[config.mk]
export PLATFORM = sky130hd
export DESIGN_NAME = store_buffer_top
export DESIGN_NICKNAME = d
export VERILOG_FILES = /design/src/rtl/mem_op_pkg.sv /design/src/rtl/sb_pkg.sv /design/src/rtl/sb_entry_if.sv /design/src/rtl/sb_alloc.sv /design/src/rtl/sb_entry.sv /design/src/rtl/sb_readout.sv /design/src/rtl/store_buffer_top.sv
export VERILOG_INCLUDE_DIRS = /design/src /design/src/rtl
export SDC_FILE = /design/constraint.sdc
export NUM_CORES = 1
export LEC_CHECK = 0
export ABC_CLOCK_PERIOD_IN_PS = 6800
export BUFFER_PORTS_ARGS = -buffer_cell sky130_fd_sc_hd__buf_2
export CAP_MARGIN = 20
export CORE_MARGIN = 2
export CORE_UTILIZATION = 25
export CTS_CLUSTER_SIZE = 28
export DETAILED_ROUTE_END_ITERATION = 10
export PLACE_DENSITY = 0.51
export SLEW_MARGIN = 30
export SYNTH_ARGS = -nofsm -noshare
export SYNTH_HDL_FRONTEND = slang
export SYNTH_SLANG_ARGS = --single-unit
export TNS_END_PERCENT = 50
[constraint.sdc]
create_clock -name clk -period 6.8 [get_ports clk]
set_input_delay 0 -clock clk [delete_from_list [all_inputs] [get_ports clk]]
set_output_delay 0 -clock clk [all_outputs]
set_load 0.05 [all_outputs]
[src/rtl/sb_consts.svh]
`ifndef SB_CONSTS_SVH
`define SB_CONSTS_SVH

// Number of store buffer entries, 4, 8 or 16
`define SB_DEPTH 8

// ROB instruction tag width
`define SB_TAG_W 8

// Address and data width
`define SB_XLEN 32

`endif

[src/rtl/mem_op_pkg.sv]
`default_nettype none

package mem_op_pkg;

`include "sb_consts.svh"

    typedef logic [`SB_XLEN-1:0] addr_t;   // Byte address
    typedef logic [`SB_XLEN-1:0] data_t;   // Store or load data word
    typedef logic [1:0]          mem_size_t;

    // funct3 encodings of the load and store ops
    typedef enum logic [2:0] {
        op_b  = 3'd0,
        op_h  = 3'd1,
        op_w  = 3'd2,
        op_bu = 3'd4,
        op_hu = 3'd5
    } mem_op_e;

    function automatic mem_size_t mem_size(mem_op_e op);
        return op[1:0];   // Drop the unsigned bit
    endfunction

endpackage

`default_nettype wire

[src/rtl/sb_pkg.sv]
`default_nettype none

package sb_pkg;

`include "sb_consts.svh"

    // Tag handed out by the ROB with each store
    typedef logic [`SB_TAG_W-1:0] sb_tag_t;

    // Entry index
    typedef logic [$clog2(`SB_DEPTH)-1:0] sb_idx_t;

    // One bit per entry
    typedef logic [`SB_DEPTH-1:0] sb_mask_t;

endpackage

`default_nettype wire

[src/rtl/sb_entry_if.sv]
`timescale 1ns/1ps
`default_nettype none

interface sb_entry_if
    import mem_op_pkg::*;
();

    logic    wr_en;    // Allocate this entry for the store on the bus
    logic    st_acc;   // Some entry accepts the store this cycle
    logic    valid;
    logic    ld_hit;   // Load matches address and size
    logic    cm_hit;   // Commit tag matches
    addr_t   addr;
    data_t   data;
    mem_op_e op;

    modport alloc (
        output wr_en,
        output st_acc,
        input  valid
    );

    modport entry (
        input  wr_en,
        input  st_acc,
        output valid,
        output ld_hit,
        output cm_hit,
        output data,
        output addr,
        output op
    );

    modport readout (
        input ld_hit,
        input cm_hit,
        input data,
        input addr,
        input op
    );

endinterface

`default_nettype wire

[src/rtl/sb_alloc.sv]
`timescale 1ns/1ps
`default_nettype none

`include "sb_consts.svh"

module sb_alloc
    import sb_pkg::*;
(
    input  wire logic     clk,
    input  wire logic     rst_n,
    input  wire logic     st_valid,
    output logic          full,
    sb_entry_if.alloc     ents [`SB_DEPTH]
);

    sb_mask_t valid_vec;
    sb_mask_t wr_vec;
    sb_idx_t  free_idx;
    logic     accept;

    // Flatten the entry bundles
    for (genvar i = 0; i < `SB_DEPTH; i++) begin : g_port
        assign valid_vec[i]   = ents[i].valid;
        assign ents[i].wr_en  = wr_vec[i];
        assign ents[i].st_acc = accept;
    end

    // Lowest free entry wins
    always_comb begin
        free_idx = '0;
        for (int i = `SB_DEPTH - 1; i >= 0; i--) begin
            if (!valid_vec[i]) begin
                free_idx = sb_idx_t'(i);
            end
        end
    end

    assign full   = &valid_vec;
    assign accept = st_valid && !full;
    assign wr_vec = accept ? (sb_mask_t'(1) << free_idx) : '0;

    // A held store must never be overwritten by a new one
    a_no_overwrite: assert property (
        @(posedge clk) disable iff (!rst_n)
        (wr_vec & valid_vec) == '0
    );

    // The core holds st_valid back while the buffer reports full
    a_no_store_full: assert property (
        @(posedge clk) disable iff (!rst_n)
        st_valid |-> !full
    );

endmodule

`default_nettype wire

[src/rtl/sb_entry.sv]
`timescale 1ns/1ps
`default_nettype none

`include "sb_consts.svh"

module sb_entry
    import mem_op_pkg::*;
    import sb_pkg::*;
(
    input  wire logic    clk,
    input  wire logic    rst_n,
    input  wire logic    flush,
    input  wire addr_t   st_addr,
    input  wire data_t   st_data,
    input  wire mem_op_e st_op,
    input  wire sb_tag_t st_tag,
    input  wire addr_t   ld_addr,
    input  wire mem_op_e ld_op,
    input  wire logic    commit_valid,
    input  wire sb_tag_t commit_tag,
    sb_entry_if.entry    port
);

    logic    valid_q;
    addr_t   addr_q;
    data_t   data_q;
    mem_op_e op_q;
    sb_tag_t tag_q;

    data_t   st_trunc;
    logic    st_match;
    logic    coalesce;
    logic    ld_match;
    logic    cm_match;

    // Keep only the bytes the store actually writes
    always_comb begin
        case (mem_size(st_op))
            2'd0:    st_trunc = data_t'(st_data[7:0]);
            2'd1:    st_trunc = data_t'(st_data[15:0]);
            default: st_trunc = st_data;
        endcase
    end

    assign st_match = valid_q && (addr_q == st_addr) && (mem_size(op_q) == mem_size(st_op));
    assign coalesce = port.st_acc && st_match;   // Newer store replaces this one
    assign ld_match = valid_q && (addr_q == ld_addr) && (mem_size(op_q) == mem_size(ld_op));
    assign cm_match = valid_q && commit_valid && (tag_q == commit_tag);

    always_ff @(posedge clk) begin
        if (!rst_n) begin
            valid_q <= 1'b0;
        end else if (flush || cm_match || coalesce) begin
            valid_q <= 1'b0;
        end else if (port.wr_en) begin
            valid_q <= 1'b1;
        end
    end

    always_ff @(posedge clk) begin
        if (port.wr_en) begin
            addr_q <= st_addr;
            data_q <= st_trunc;
            op_q   <= st_op;
            tag_q  <= st_tag;
        end
    end

    assign port.valid  = valid_q;
    assign port.ld_hit = ld_match;
    assign port.cm_hit = cm_match;
    assign port.addr   = addr_q;
    assign port.data   = data_q;
    assign port.op     = op_q;

endmodule

`default_nettype wire

[src/rtl/sb_readout.sv]
`timescale 1ns/1ps
`default_nettype none

`include "sb_consts.svh"

module sb_readout
    import mem_op_pkg::*;
    import sb_pkg::*;
(
    input  wire logic    clk,
    input  wire logic    rst_n,
    input  wire logic    flush,
    input  wire logic    ld_valid,
    input  wire mem_op_e ld_op,
    sb_entry_if.readout  ents [`SB_DEPTH],
    output logic         ld_done,
    output logic         ld_hit,
    output data_t        ld_data,
    output logic         mem_wr_en,
    output addr_t        mem_wr_addr,
    output data_t        mem_wr_data,
    output mem_op_e      mem_wr_op
);

    sb_mask_t ld_hit_vec;
    sb_mask_t cm_hit_vec;
    addr_t    ent_addr [`SB_DEPTH];
    data_t    ent_data [`SB_DEPTH];
    mem_op_e  ent_op   [`SB_DEPTH];

    data_t    ld_raw;
    data_t    ld_ext;
    addr_t    cm_addr;
    data_t    cm_data;
    mem_op_e  cm_op;

    for (genvar i = 0; i < `SB_DEPTH; i++) begin : g_port
        assign ld_hit_vec[i] = ents[i].ld_hit;
        assign cm_hit_vec[i] = ents[i].cm_hit;
        assign ent_addr[i]   = ents[i].addr;
        assign ent_data[i]   = ents[i].data;
        assign ent_op[i]     = ents[i].op;
    end

    // Hits are one-hot, so a plain scan is enough
    always_comb begin
        ld_raw  = '0;
        cm_addr = '0;
        cm_data = '0;
        cm_op   = op_w;
        for (int i = 0; i < `SB_DEPTH; i++) begin
            if (ld_hit_vec[i]) begin
                ld_raw = ent_data[i];
            end
            if (cm_hit_vec[i]) begin
                cm_addr = ent_addr[i];
                cm_data = ent_data[i];
                cm_op   = ent_op[i];
            end
        end
    end

    always_comb begin
        case (ld_op)
            op_b:    ld_ext = {{(`SB_XLEN - 8){ld_raw[7]}}, ld_raw[7:0]};
            op_h:    ld_ext = {{(`SB_XLEN - 16){ld_raw[15]}}, ld_raw[15:0]};
            op_bu:   ld_ext = data_t'(ld_raw[7:0]);
            op_hu:   ld_ext = data_t'(ld_raw[15:0]);
            default: ld_ext = ld_raw;   // LW
        endcase
    end

    always_ff @(posedge clk) begin
        if (!rst_n) begin
            ld_done   <= 1'b0;
            ld_hit    <= 1'b0;
            mem_wr_en <= 1'b0;
        end else begin
            ld_done   <= ld_valid && !flush;
            ld_hit    <= ld_valid && !flush && (|ld_hit_vec);
            mem_wr_en <= (|cm_hit_vec) && !flush;
        end
    end

    always_ff @(posedge clk) begin
        if (ld_valid) begin
            ld_data <= ld_ext;   // Zero on a miss
        end
        if (|cm_hit_vec) begin
            mem_wr_addr <= cm_addr;
            mem_wr_data <= cm_data;
            mem_wr_op   <= cm_op;
        end
    end

    // Coalescing keeps address and size unique, the ROB keeps tags unique
    a_ld_onehot: assert property (@(posedge clk) disable iff (!rst_n) $onehot0(ld_hit_vec));
    a_cm_onehot: assert property (@(posedge clk) disable iff (!rst_n) $onehot0(cm_hit_vec));

endmodule

`default_nettype wire

[src/rtl/store_buffer_top.sv]
`timescale 1ns/1ps
`default_nettype none

`include "sb_consts.svh"

module store_buffer_top
    import mem_op_pkg::*;
    import sb_pkg::*;
(
    input  wire logic    clk,
    input  wire logic    rst_n,
    input  wire logic    flush,          // Exception or mret
    input  wire logic    st_valid,
    input  wire addr_t   st_addr,
    input  wire data_t   st_data,
    input  wire mem_op_e st_op,
    input  wire sb_tag_t st_tag,
    output logic         full,
    input  wire logic    ld_valid,
    input  wire addr_t   ld_addr,
    input  wire mem_op_e ld_op,
    output logic         ld_done,
    output logic         ld_hit,
    output data_t        ld_data,
    input  wire logic    commit_valid,
    input  wire sb_tag_t commit_tag,
    output logic         mem_wr_en,
    output addr_t        mem_wr_addr,
    output data_t        mem_wr_data,
    output mem_op_e      mem_wr_op
);

    sb_entry_if u_ents [`SB_DEPTH] ();

    sb_alloc u_alloc (
        .clk      (clk),
        .rst_n    (rst_n),
        .st_valid (st_valid),
        .full     (full),
        .ents     (u_ents)
    );

    for (genvar i = 0; i < `SB_DEPTH; i++) begin : g_entry
        sb_entry u_entry (
            .clk          (clk),
            .rst_n        (rst_n),
            .flush        (flush),
            .st_addr      (st_addr),
            .st_data      (st_data),
            .st_op        (st_op),
            .st_tag       (st_tag),
            .ld_addr      (ld_addr),
            .ld_op        (ld_op),
            .commit_valid (commit_valid),
            .commit_tag   (commit_tag),
            .port         (u_ents[i])
        );
    end

    sb_readout u_readout (
        .clk         (clk),
        .rst_n       (rst_n),
        .flush       (flush),
        .ld_valid    (ld_valid),
        .ld_op       (ld_op),
        .ents        (u_ents),
        .ld_done     (ld_done),
        .ld_hit      (ld_hit),
        .ld_data     (ld_data),
        .mem_wr_en   (mem_wr_en),
        .mem_wr_addr (mem_wr_addr),
        .mem_wr_data (mem_wr_data),
        .mem_wr_op   (mem_wr_op)
    );

endmodule

`default_nettype wire

# --- Word-level counts from Yosys, hierarchy flattened ---
# Index checks and enable logic that the tools add are counted.
word_totals:
  inputBits: 124
  regBits: 710
  wordCells: 227
op_classes:
  bitwise_logic: 1
  reduce_logical: 91
  mux: 43
  shift: 1
  eq_ne: 44
ops:
  columns: ["operator", "count"]
  rows:
  - ["32-bit 2-to-1 mux", 24]
  - ["32-bit == test", 16]
  - ["32-bit case mux with 4 select lines", 1]
  - ["8-bit == test", 8]
  - ["32-bit case mux with 2 select lines", 1]
  - ["1-bit logical AND", 60]
  - ["3-bit 2-to-1 mux", 16]
  - ["2-bit == test", 16]
  - ["1-bit logical OR", 16]
  - ["2-bit OR reduction", 8]
  - ["8-bit OR reduction", 2]
  - ["8-bit 2-to-1 mux", 1]
  - ["8-bit AND reduction", 1]
  - ["1-bit by 3-bit << shifter with 8-bit output (first input constant)", 1]
  - ["3-bit == test (second input constant)", 2]
  - ["3-bit by 1-bit == test with 1-bit output (second input constant)", 1]
  - ["3-bit zero test", 1]
  - ["2-bit by 1-bit == test with 1-bit output (second input constant)", 1]
  - ["1-bit zero test", 2]
  - ["2-bit zero test", 1]
  - ["1-bit NOT", 1]

# --- Longest topological paths before layout ---
# Gate-level depths: netlist of run 1.
depth:
  depth_word: 12
  ltp_mapped: 12
  depth_no_buf: 8

# --- By module ---
# From an unflattened synthesis of run 1, not the netlist that was laid out.
unflattened:
  hier_cells: 2784
  area_unflattened_um2: 35649.2
modules_own_cells:
  columns: ["module", "cells_per_inst", "n_inst", "area_per_inst_um2", "seq_area_each_um2"]
  rows:
  - ["sb_entry", 213, 8, 3301.9, 2272.2]
  - ["sb_readout", 1054, 1, 9062.4, 3032.9]
  - ["sb_alloc", 26, 1, 171.4, 0.0]

# --- Worst setup path after synthesis of run 1 ---
# Ideal clock, no wire load.
synth_timing:
  kind: "register -> register"
  startpoint: "register g_entry[0].u_entry.valid_q"
  endpoint: "register g_entry[3].u_entry.addr_q[0], enable pin"
  arrival_time_ns: 6.309
  setup_time_ns: 0.618
  required_ns: 6.182
  path_stages_with_launch: 4
  synth_period_minus_slack_ns: 6.928
  path_slack_ns: -0.128
  path_cell_list: "dfxtp_1 clkbuf_1 nand3_1 nor3b_1"
synth_between:
  elab_chain_len: 4
synth_lines:
  columns: ["element", "line", "text"]
  rows:
  - ["start: declaration", "sb_entry.sv:24", "logic valid_q;"]
  - ["start signal: assignment", "sb_entry.sv:52", "valid_q <= 1'b0;"]
  - ["start signal: assignment", "sb_entry.sv:54", "valid_q <= 1'b0;"]
  - ["start signal: assignment", "sb_entry.sv:56", "valid_q <= 1'b1;"]
  - ["8-bit AND reduction", "sb_alloc.sv:38", "assign full = &valid_vec;"]
  - ["1-bit zero test", "sb_alloc.sv:39", "assign accept = st_valid && !full;"]
  - ["1-bit logical AND", "sb_alloc.sv:39", null]
  - ["8-bit 2-to-1 mux (*)", "sb_alloc.sv:40", "assign wr_vec = accept ? (sb_mask_t'(1) << free_idx) : '0;"]
  - ["via g_entry[3].u_entry.port.wr_en", "sb_entry_if.sv:24", "input wr_en,"]
  - ["end signal: assignment", "sb_entry.sv:62", "addr_q <= st_addr;"]
  - ["end: declaration", "sb_entry.sv:25", "addr_t addr_q;"]
# Mark *: on every way through the listed nets, which the timed path passes. The rest lies on a longest branch.
# A chain may end at the register's enable or synchronous reset.

# --- Worst setup path in the final report of run 1 ---
layout_timing:
  startpoint: "register g_entry[0].u_entry.addr_q[20]"
  endpoint: "register u_readout.ld_data[14] (data pin)"
layout_between:
  elab_chain_len: 12
layout_lines:
  columns: ["element", "line", "text"]
  rows:
  - ["start: declaration", "sb_entry.sv:25", null]
  - ["start signal: assignment", "sb_entry.sv:62", null]
  - ["32-bit == test", "sb_entry.sv:47", "assign ld_match = valid_q && (addr_q == ld_addr) && (mem_size(op_q) == mem_size(ld_op));"]
  - ["1-bit logical AND (2 in a row)", "sb_entry.sv:47", null]
  - ["32-bit 2-to-1 mux (8 in a row)", "sb_readout.sv:52", "if (ld_hit_vec[i]) begin"]
  - ["32-bit case mux with 4 select lines", "sb_readout.sv:64", "case (ld_op)"]
  - ["via u_readout.ld_ext[14]", "sb_readout.sv:32", "data_t ld_ext;"]
  - ["end signal: assignment", "sb_readout.sv:87", "ld_data <= ld_ext;"]
  - ["end: declaration", "sb_readout.sv:18", "output data_t ld_data,"]
# The timed path passes the listed nets, and every way through them passes these cells.

==> impl_metrics.json, run 1 <==
{
  "rows": 137,
  "drive_above_1_share_pct": 15.0,
  "hold_path.startpoint": "st_op[1]",
  "p_int_mw": 7.44,
  "vias": 26700,
  "worst_setup_path_end_kind": "flop",
  "dp_hpwl_mm": 112,
  "cellLeakagePower_nw": 13.1,
  "hold_viol": 0,
  "cts_buffers": 79,
  "start_util_pct": 25.2,
  "vias_per_cell": 5.39,
  "hp-class": "input port to flop",
  "slew_headroom_pct": 27.2,
  "switching_share_pct": 25.0,
  "seq_area_um2": 21200,
  "grt_overflow": 0,
  "power_mw": 9.92,
  "numPortBuffers": 226,
  "drc": 0,
  "worst_ir_drop_vdd_mv": 0.195,
  "clockRootBuffer": "clkbuf_16",
  "core_um2": 140000,
  "grt_max_degree": 72,
  "power_frac_clock_pct": 43.7,
  "synthDistinctLibCells": 60,
  "maxCapViolCount": 0,
  "drt_iter0_drc": 3662,
  "ys_seq_elements": 710,
  "ys_top_cells_by_area": "edfxtp_1, xnor2_1, xor2_1, a221oi_1, nand4_1",
  "syn_inst": 2785,
  "routed_wirelength_mm": 161,
  "grtUsageTotal_pct": 22.0,
  "hold_buffers": 81,
  "worstPathRequired_ns": 7.35,
  "grt_pass1_vias": 25800,
  "p_switching_mw": 2.48,
  "syn_area_per_cell_um2": 12.6,
  "worst_clock_skew_ns": 0.0523,
  "synth_nets": 2909,
  "min_period_ns": 4.20,
  "rsz0062_at_grt": "false",
  "clkTransAtPathRegs_ns": 0.06,
  "tritoncts": "built",
  "setup.worst_path.class": "flop to flop",
  "yosysMostFrequentCell": "edfxtp_1",
  "cts_sinks": 710,
  "gp_congestion": 1.03,
  "maxSlewViolCount": 0,
  "multiInputGateArea_um2": 12900,
  "h-tree-depth": 3,
  "area_growth_syn_to_layout_pct": 19.0,
  "die_h_um": 379,
  "netlist_area_um2": 35100,
  "antenna_found_initial": 21,
  "clk_latency_ns": 0.72,
  "combinationalPowerShare_pct": 7.0,
  "p_seq_share_pct": 49.4,
  "async_flop_share_pct": 0,
  "synth_largest_area_cell": "edfxtp_1",
  "cts_max_path_buffers": 3,
  "final.setup.tns_ns": 0,
  "pin_count": 227,
  "nets": 3144,
  "worstSetupStartpoint": "g_entry[0].u_entry.port.addr[20]",
  "grt_pass1_wl_mm": 219,
  "cp-start-kind": "flop",
  "synth_top_area_share_pct": 59.7,
  "post_cts_resized": 0,
  "fillers": 14200,
  "dieWidth_um": 379,
  "worst_pin_slew_ns": 1.09,
  "setup_violations": 0,
  "r2r_start": "g_entry[0].u_entry.port.addr[20]",
  "ant_nets": 0,
  "status": "finished, final reports clean",
  "post-route-period-util_pct": 61.8,
  "drtPass1Iterations": 6,
  "die_area_um2": 144000,
  "yosysSeqAreaShare_pct": 60.3,
  "synth_edf_count": 699,
  "synth_common_cells": "edfxtp_1, xnor2_1, xor2_1",
  "avgRoutedWirePerCell_um": 32.4,
  "max_freq_mhz": 238,
  "ys.flop_type": "edfxtp_1",
  "final_util_pct": 30.0,
  "p_per_area_nw_per_um2": 237,
  "cp.arrival_ns": 4.75,
  "yosysWarnings": 0,
  "crit_path_max_fanout": 12,
  "post_cts_buffers": 0
}
-- layer usage --
metal / vias up / routed length [um] / track usage [%]
met5: - / 63 / 0
met4: 12 / 7510 / 9.43
met3: 310 / 15400 / 4.48
met2: 1688 / 71300 / 33.9
met1: 13600 / 66500 / 29.9
li1: 11100 / - / -
-- power groups by stage --
stage | Clock (mW) | Sequential [mW] | Combinational (mW)
detailed placement | 0 | 4.99 | 0.631
CTS | 4.41 | 4.90 | 0.673
floorplan | 0 | 5.00 | 0.305
global placement | 0 | 4.99 | 0.634
finish | 4.33 | 4.90 | 0.691
global route | 4.57 | 4.90 | 0.706
-- through the flow --
stage	std cells	cell area (um^2)	setup slack, ns	hold WS (ns)
final	4961	41800	2.60	0.0606
after global placement	4729	38300	2.48	0.280
after detailed placement	4733	38400	2.61	0.283
after CTS	4956	41800	2.65	0.00213
after global routing	4959	41800	2.30	0.0597
after floorplan	2785	35200	1.62	0.0989
-- registers in the layout, indices dropped and copies added (netlist names) --
register	flops
u_readout.mem_wr_addr	32
g_entry.u_entry.port.addr	256
u_readout.ld_data	32
u_readout.mem_wr_op	3
g_entry.u_entry.port.valid	8
u_readout.mem_wr_data	32
u_readout.ld_done	1
g_entry.u_entry.port.op	24
u_readout.ld_hit	1
g_entry.u_entry.port.data	256
g_entry.u_entry.tag_q	64
u_readout.mem_wr_en	1
-- final timing paths --
check,slack (ns),depth (start not counted),to
setup / recovery,2.60,8,u_readout.ld_data[14]
hold / removal,0.06,1,g_entry[2].u_entry.port.op[1]
setup reg to reg,2.60,8,u_readout.ld_data[14]
hold reg to reg,0.58,2,u_readout.mem_wr_data[22]
-- cells in the final DEF, fill, tap and decap left out, types with 21 or more instances in the layout --
| cell type | n |
|---|---|
| edfxtp_1 | 699 |
| xnor2_1 | 369 |
| buf_2 | 226 |
| xor2_1 | 222 |
| nand2_1 | 132 |
| nor2_1 | 128 |
| nand4_1 | 123 |
| a221oi_1 | 101 |
| a21oi_1 | 95 |
| dlygate4sd3_1 | 81 |
| clkbuf_16 | 80 |
| o22ai_1 | 78 |
| nor4_1 | 72 |
| o31ai_1 | 69 |
| o21ai_0 | 68 |
| inv_1 | 58 |
| buf_4 | 57 |
| o221ai_1 | 44 |
| a221o_1 | 33 |
| nand3_1 | 25 |
| nand2b_1 | 25 |
| o211a_1 | 21 |
-- area by class of cell --
type                    instances  area share (%)
clock inverters                49            1.25
repair buffers                371            6.00
well taps                    1876            5.61
multi-input cells            1799            31.0
diodes                          4          0.0239
inverters                      59           0.530
flip-flops and latches        710            50.7
clock buffers                  93            4.90
-- critical path, cell delays in order, from the launching register on --
cell	delay, ns
edfxtp_1	0.46
xnor2_1	0.47
nand4_1	0.23
nor4_1	0.70
nand3_1	0.73
o311a_1	0.56
o2111ai_1	0.31
nand3_1	0.37
o21ai_0	0.20
-- logic make-up after synthesis --
| family | Yosys count | synth area share, % |
|---|---|---|
| flip-flops | 710 | 60.3 |
| AND/OR/NAND/NOR | 605 | 8.83 |
| AO/OA/AOI/OAI | 595 | 12.5 |
| XOR/XNOR | 591 | 14.7 |
| buffers and inverters | 276 | 3.34 |
| multiplexers | 8 | 0.256 |
(Power assumes the default switching activity.)
==> inputs of run 2 (changes only) <==
--- a/config.mk
+++ b/config.mk
@@ -6,7 +6,7 @@
 export SDC_FILE = /design/constraint.sdc
 export NUM_CORES = 1
 export LEC_CHECK = 0
-export ABC_CLOCK_PERIOD_IN_PS = 6800
+export ABC_CLOCK_PERIOD_IN_PS = 3700
 export BUFFER_PORTS_ARGS = -buffer_cell sky130_fd_sc_hd__buf_2
 export CAP_MARGIN = 20
 export CORE_MARGIN = 2
==> constraint.sdc (replaced) <==
create_clock -name clk -period 3.7 [get_ports clk]
set_input_delay 0 -clock clk [delete_from_list [all_inputs] [get_ports clk]]
set_output_delay 0 -clock clk [all_outputs]
set_load 0.05 [all_outputs]
==> run 2 against run 1 <==
First-iteration DRC count down 15%; utilization up 0.60 points; cell count up 1.7%.
==> impl_metrics.json, run 2 (synthesis results as in run 1) <==
{
  "grt_max_degree": 71,
  "layout_common_cells": "edfxtp_1, xnor2_1, buf_2",
  "hold_path.startpoint": "rst_n",
  "cp-start-kind": "flop",
  "slew_headroom_pct": 26.5,
  "top_usage_layer": "met2",
  "grt_util_met3_pct": 4.29,
  "h-tree-depth": 3,
  "cp.arrival_ns": 4.02,
  "grt_pass1_vias": 26200,
  "fillers": 14200,
  "cts_max_path_buffers": 3,
  "worst_clock_skew_ns": 0.0368,
  "min_period_ns": 3.61,
  "clkTransAtPathRegs_ns": 0.07,
  "power_frac_clock_pct": 43.6,
  "switching_share_pct": 25.1,
  "start_util_pct": 25.2,
  "hp-class": "input port to flop",
  "r2r_start": "g_entry[1].u_entry.port.addr[4]",
  "ff2ff_setup_slack_ns": 0.09,
  "dp_hpwl_mm": 116,
  "p_switching_mw": 4.59,
  "clk_latency_ns": 0.71,
  "cts_buffers": 82,
  "hold_viol": 0,
  "core_um2": 140000,
  "antenna_found_initial": 9,
  "rows": 137,
  "max_freq_mhz": 277,
  "worst_ir_drop_vdd_mv": 0.385,
  "drt_iter0_drc": 3128,
  "p_seq_share_pct": 49.1,
  "drc": 0,
  "holdPathStages": 3,
  "drive_above_1_share_pct": 16.8,
  "routed_wirelength_mm": 163,
  "power_mw": 18.3,
  "use_met1_pct": 30.3,
  "setup.worst_path.class": "flop to flop",
  "timing.rr.end": "u_readout.ld_data[24]",
  "grtUsageTotal_pct": 22.3,
  "die_area_um2": 144000,
  "maxSlewViolCount": 0,
  "grt_pass1_wl_mm": 221,
  "die_h_um": 379,
  "area_growth_syn_to_layout_pct": 21.3,
  "cts_sinks": 710,
  "dieWidth_um": 379,
  "nets": 3225,
  "combinationalPowerShare_pct": 7.2,
  "met2_usage_pct": 33.7,
  "setup_violations": 0,
  "pin_count": 227,
  "numPortBuffers": 226,
  "cellLeakagePower_nw": 13.6,
  "final_util_pct": 30.6,
  "p_per_area_nw_per_um2": 429,
  "status": "finished, final reports clean",
  "worstPathRequired_ns": 4.11,
  "p_int_mw": 13.7,
  "r2r_cells": 11,
  "vias": 26900,
  "avgRoutedWirePerCell_um": 32.4,
  "post-route-period-util_pct": 97.4,
  "rsz0062_at_grt": "false",
  "drtPass1Iterations": 5,
  "tritoncts": "built",
  "hold_ws_ns": 0.0379,
  "vias_per_cell": 5.33,
  "clockRootBuffer": "clkbuf_16",
  "worst_setup_path_end_kind": "flop",
  "gp_congestion": 1.05,
  "crit_path_max_fanout": 16,
  "grt_overflow": 0,
  "worst_hold_path.endpoint": "g_entry[4].u_entry.port.valid",
  "layout_commonest_cell": "edfxtp_1",
  "worst_pin_slew_ns": 1.09,
  "ant_nets": 0,
  "maxCapViolCount": 0
}
## run 2: cell types whose count changed in the layout (fill, tap and decap cells not counted), moves of 2 or more
cell       before  now
buf_6           2    0
buf_16          2    0
buf_12          3   26
inv_6           4    2
clkinv_1       18   23
buf_4          57  116
nand3_1        25   28
nand3_2         3    0
clkbuf_1       13   16
clkinv_8        1    3
clkbuf_16      80   82
## run 2: power by group through the flow
| stage | combinational (mW) | clock, mW | sequential, mW |
|---|---|---|---|
| floorplan | 0.561 | 0 | 9.19 |
| global placement | 1.22 | 0 | 9.17 |
| detailed placement | 1.21 | 0 | 9.17 |
| CTS | 1.29 | 8.12 | 9.00 |
| global route | 1.35 | 8.40 | 9.00 |
| finish | 1.32 | 7.99 | 9.00 |
## run 2: final cells by class
| class | count | area [um^2] | area share (%) |
|---|---|---|---|
| repair buffers | 449 | 3330 | 7.82 |
| inverters | 59 | 221 | 0.519 |
| clock inverters | 50 | 484 | 1.14 |
| diodes | 4 | 10.0 | 0.0235 |
| well taps | 1876 | 2350 | 5.50 |
| clock buffers | 98 | 2110 | 4.95 |
| multi-input cells | 1799 | 12900 | 30.3 |
| flip-flops and latches | 710 | 21200 | 49.7 |
## run 2: how the worst max path moves through the flow
stage,startpoint,endpoint
after global routing,g_entry[1].u_entry.port.addr[4],u_readout.ld_data[30]
final,g_entry[1].u_entry.port.addr[4],u_readout.ld_data[24]
after detailed placement,g_entry[4].u_entry.port.addr[3],u_readout.ld_data[10]
after floorplan,g_entry[0].u_entry.port.valid,g_entry[2].u_entry.port.addr[0]
after global placement,g_entry[4].u_entry.port.addr[3],u_readout.ld_data[13]
after CTS,g_entry[4].u_entry.port.addr[3],u_readout.ld_data[10]
## run 2: what timing repair did
action,CTS,global route
endpoints found under the setup margin,0,17
hold endpoints to repair,626,0
resized for setup,0,2
hold buffers,81,0
buffers inserted,0,0
## run 2: worst max-delay path: stages, from the launching register on
cell and delay (ns):
edfxtp_1 0.47, xnor2_1 0.41, nand4_1 0.32, nor4_4 0.48, buf_4 0.27, and3_2 0.25, buf_12 0.17, o311a_1 0.15
o2111ai_1 0.18, a32oi_2 0.27, buf_12 0.22, o22ai_2 0.08
## run 2: routing by layer
metal / up-vias / wire length, um
met5: - / 32
met4: 6 / 9160
met3: 334 / 14200
met2: 1537 / 71500
met1: 13800 / 68600
li1: 11200 / -
## run 2: stage by stage
| step | area (um^2) | setup TNS [ns] | instances | worst slack (ns) |
|---|---|---|---|---|
| 6_report | 42600 | 0 | 5045 | 0.0944 |
| 3_3_place_gp | 39200 | 0 | 4812 | 0.0226 |
| 3_5_place_dp | 39200 | 0 | 4812 | 0.0689 |
| 2_1_floorplan | 35200 | -203.93 | 2785 | -0.729 |
| 4_1_cts | 42600 | 0 | 5041 | 0.0538 |
| 5_1_grt | 42600 | 0 | 5041 | 0.0127 |
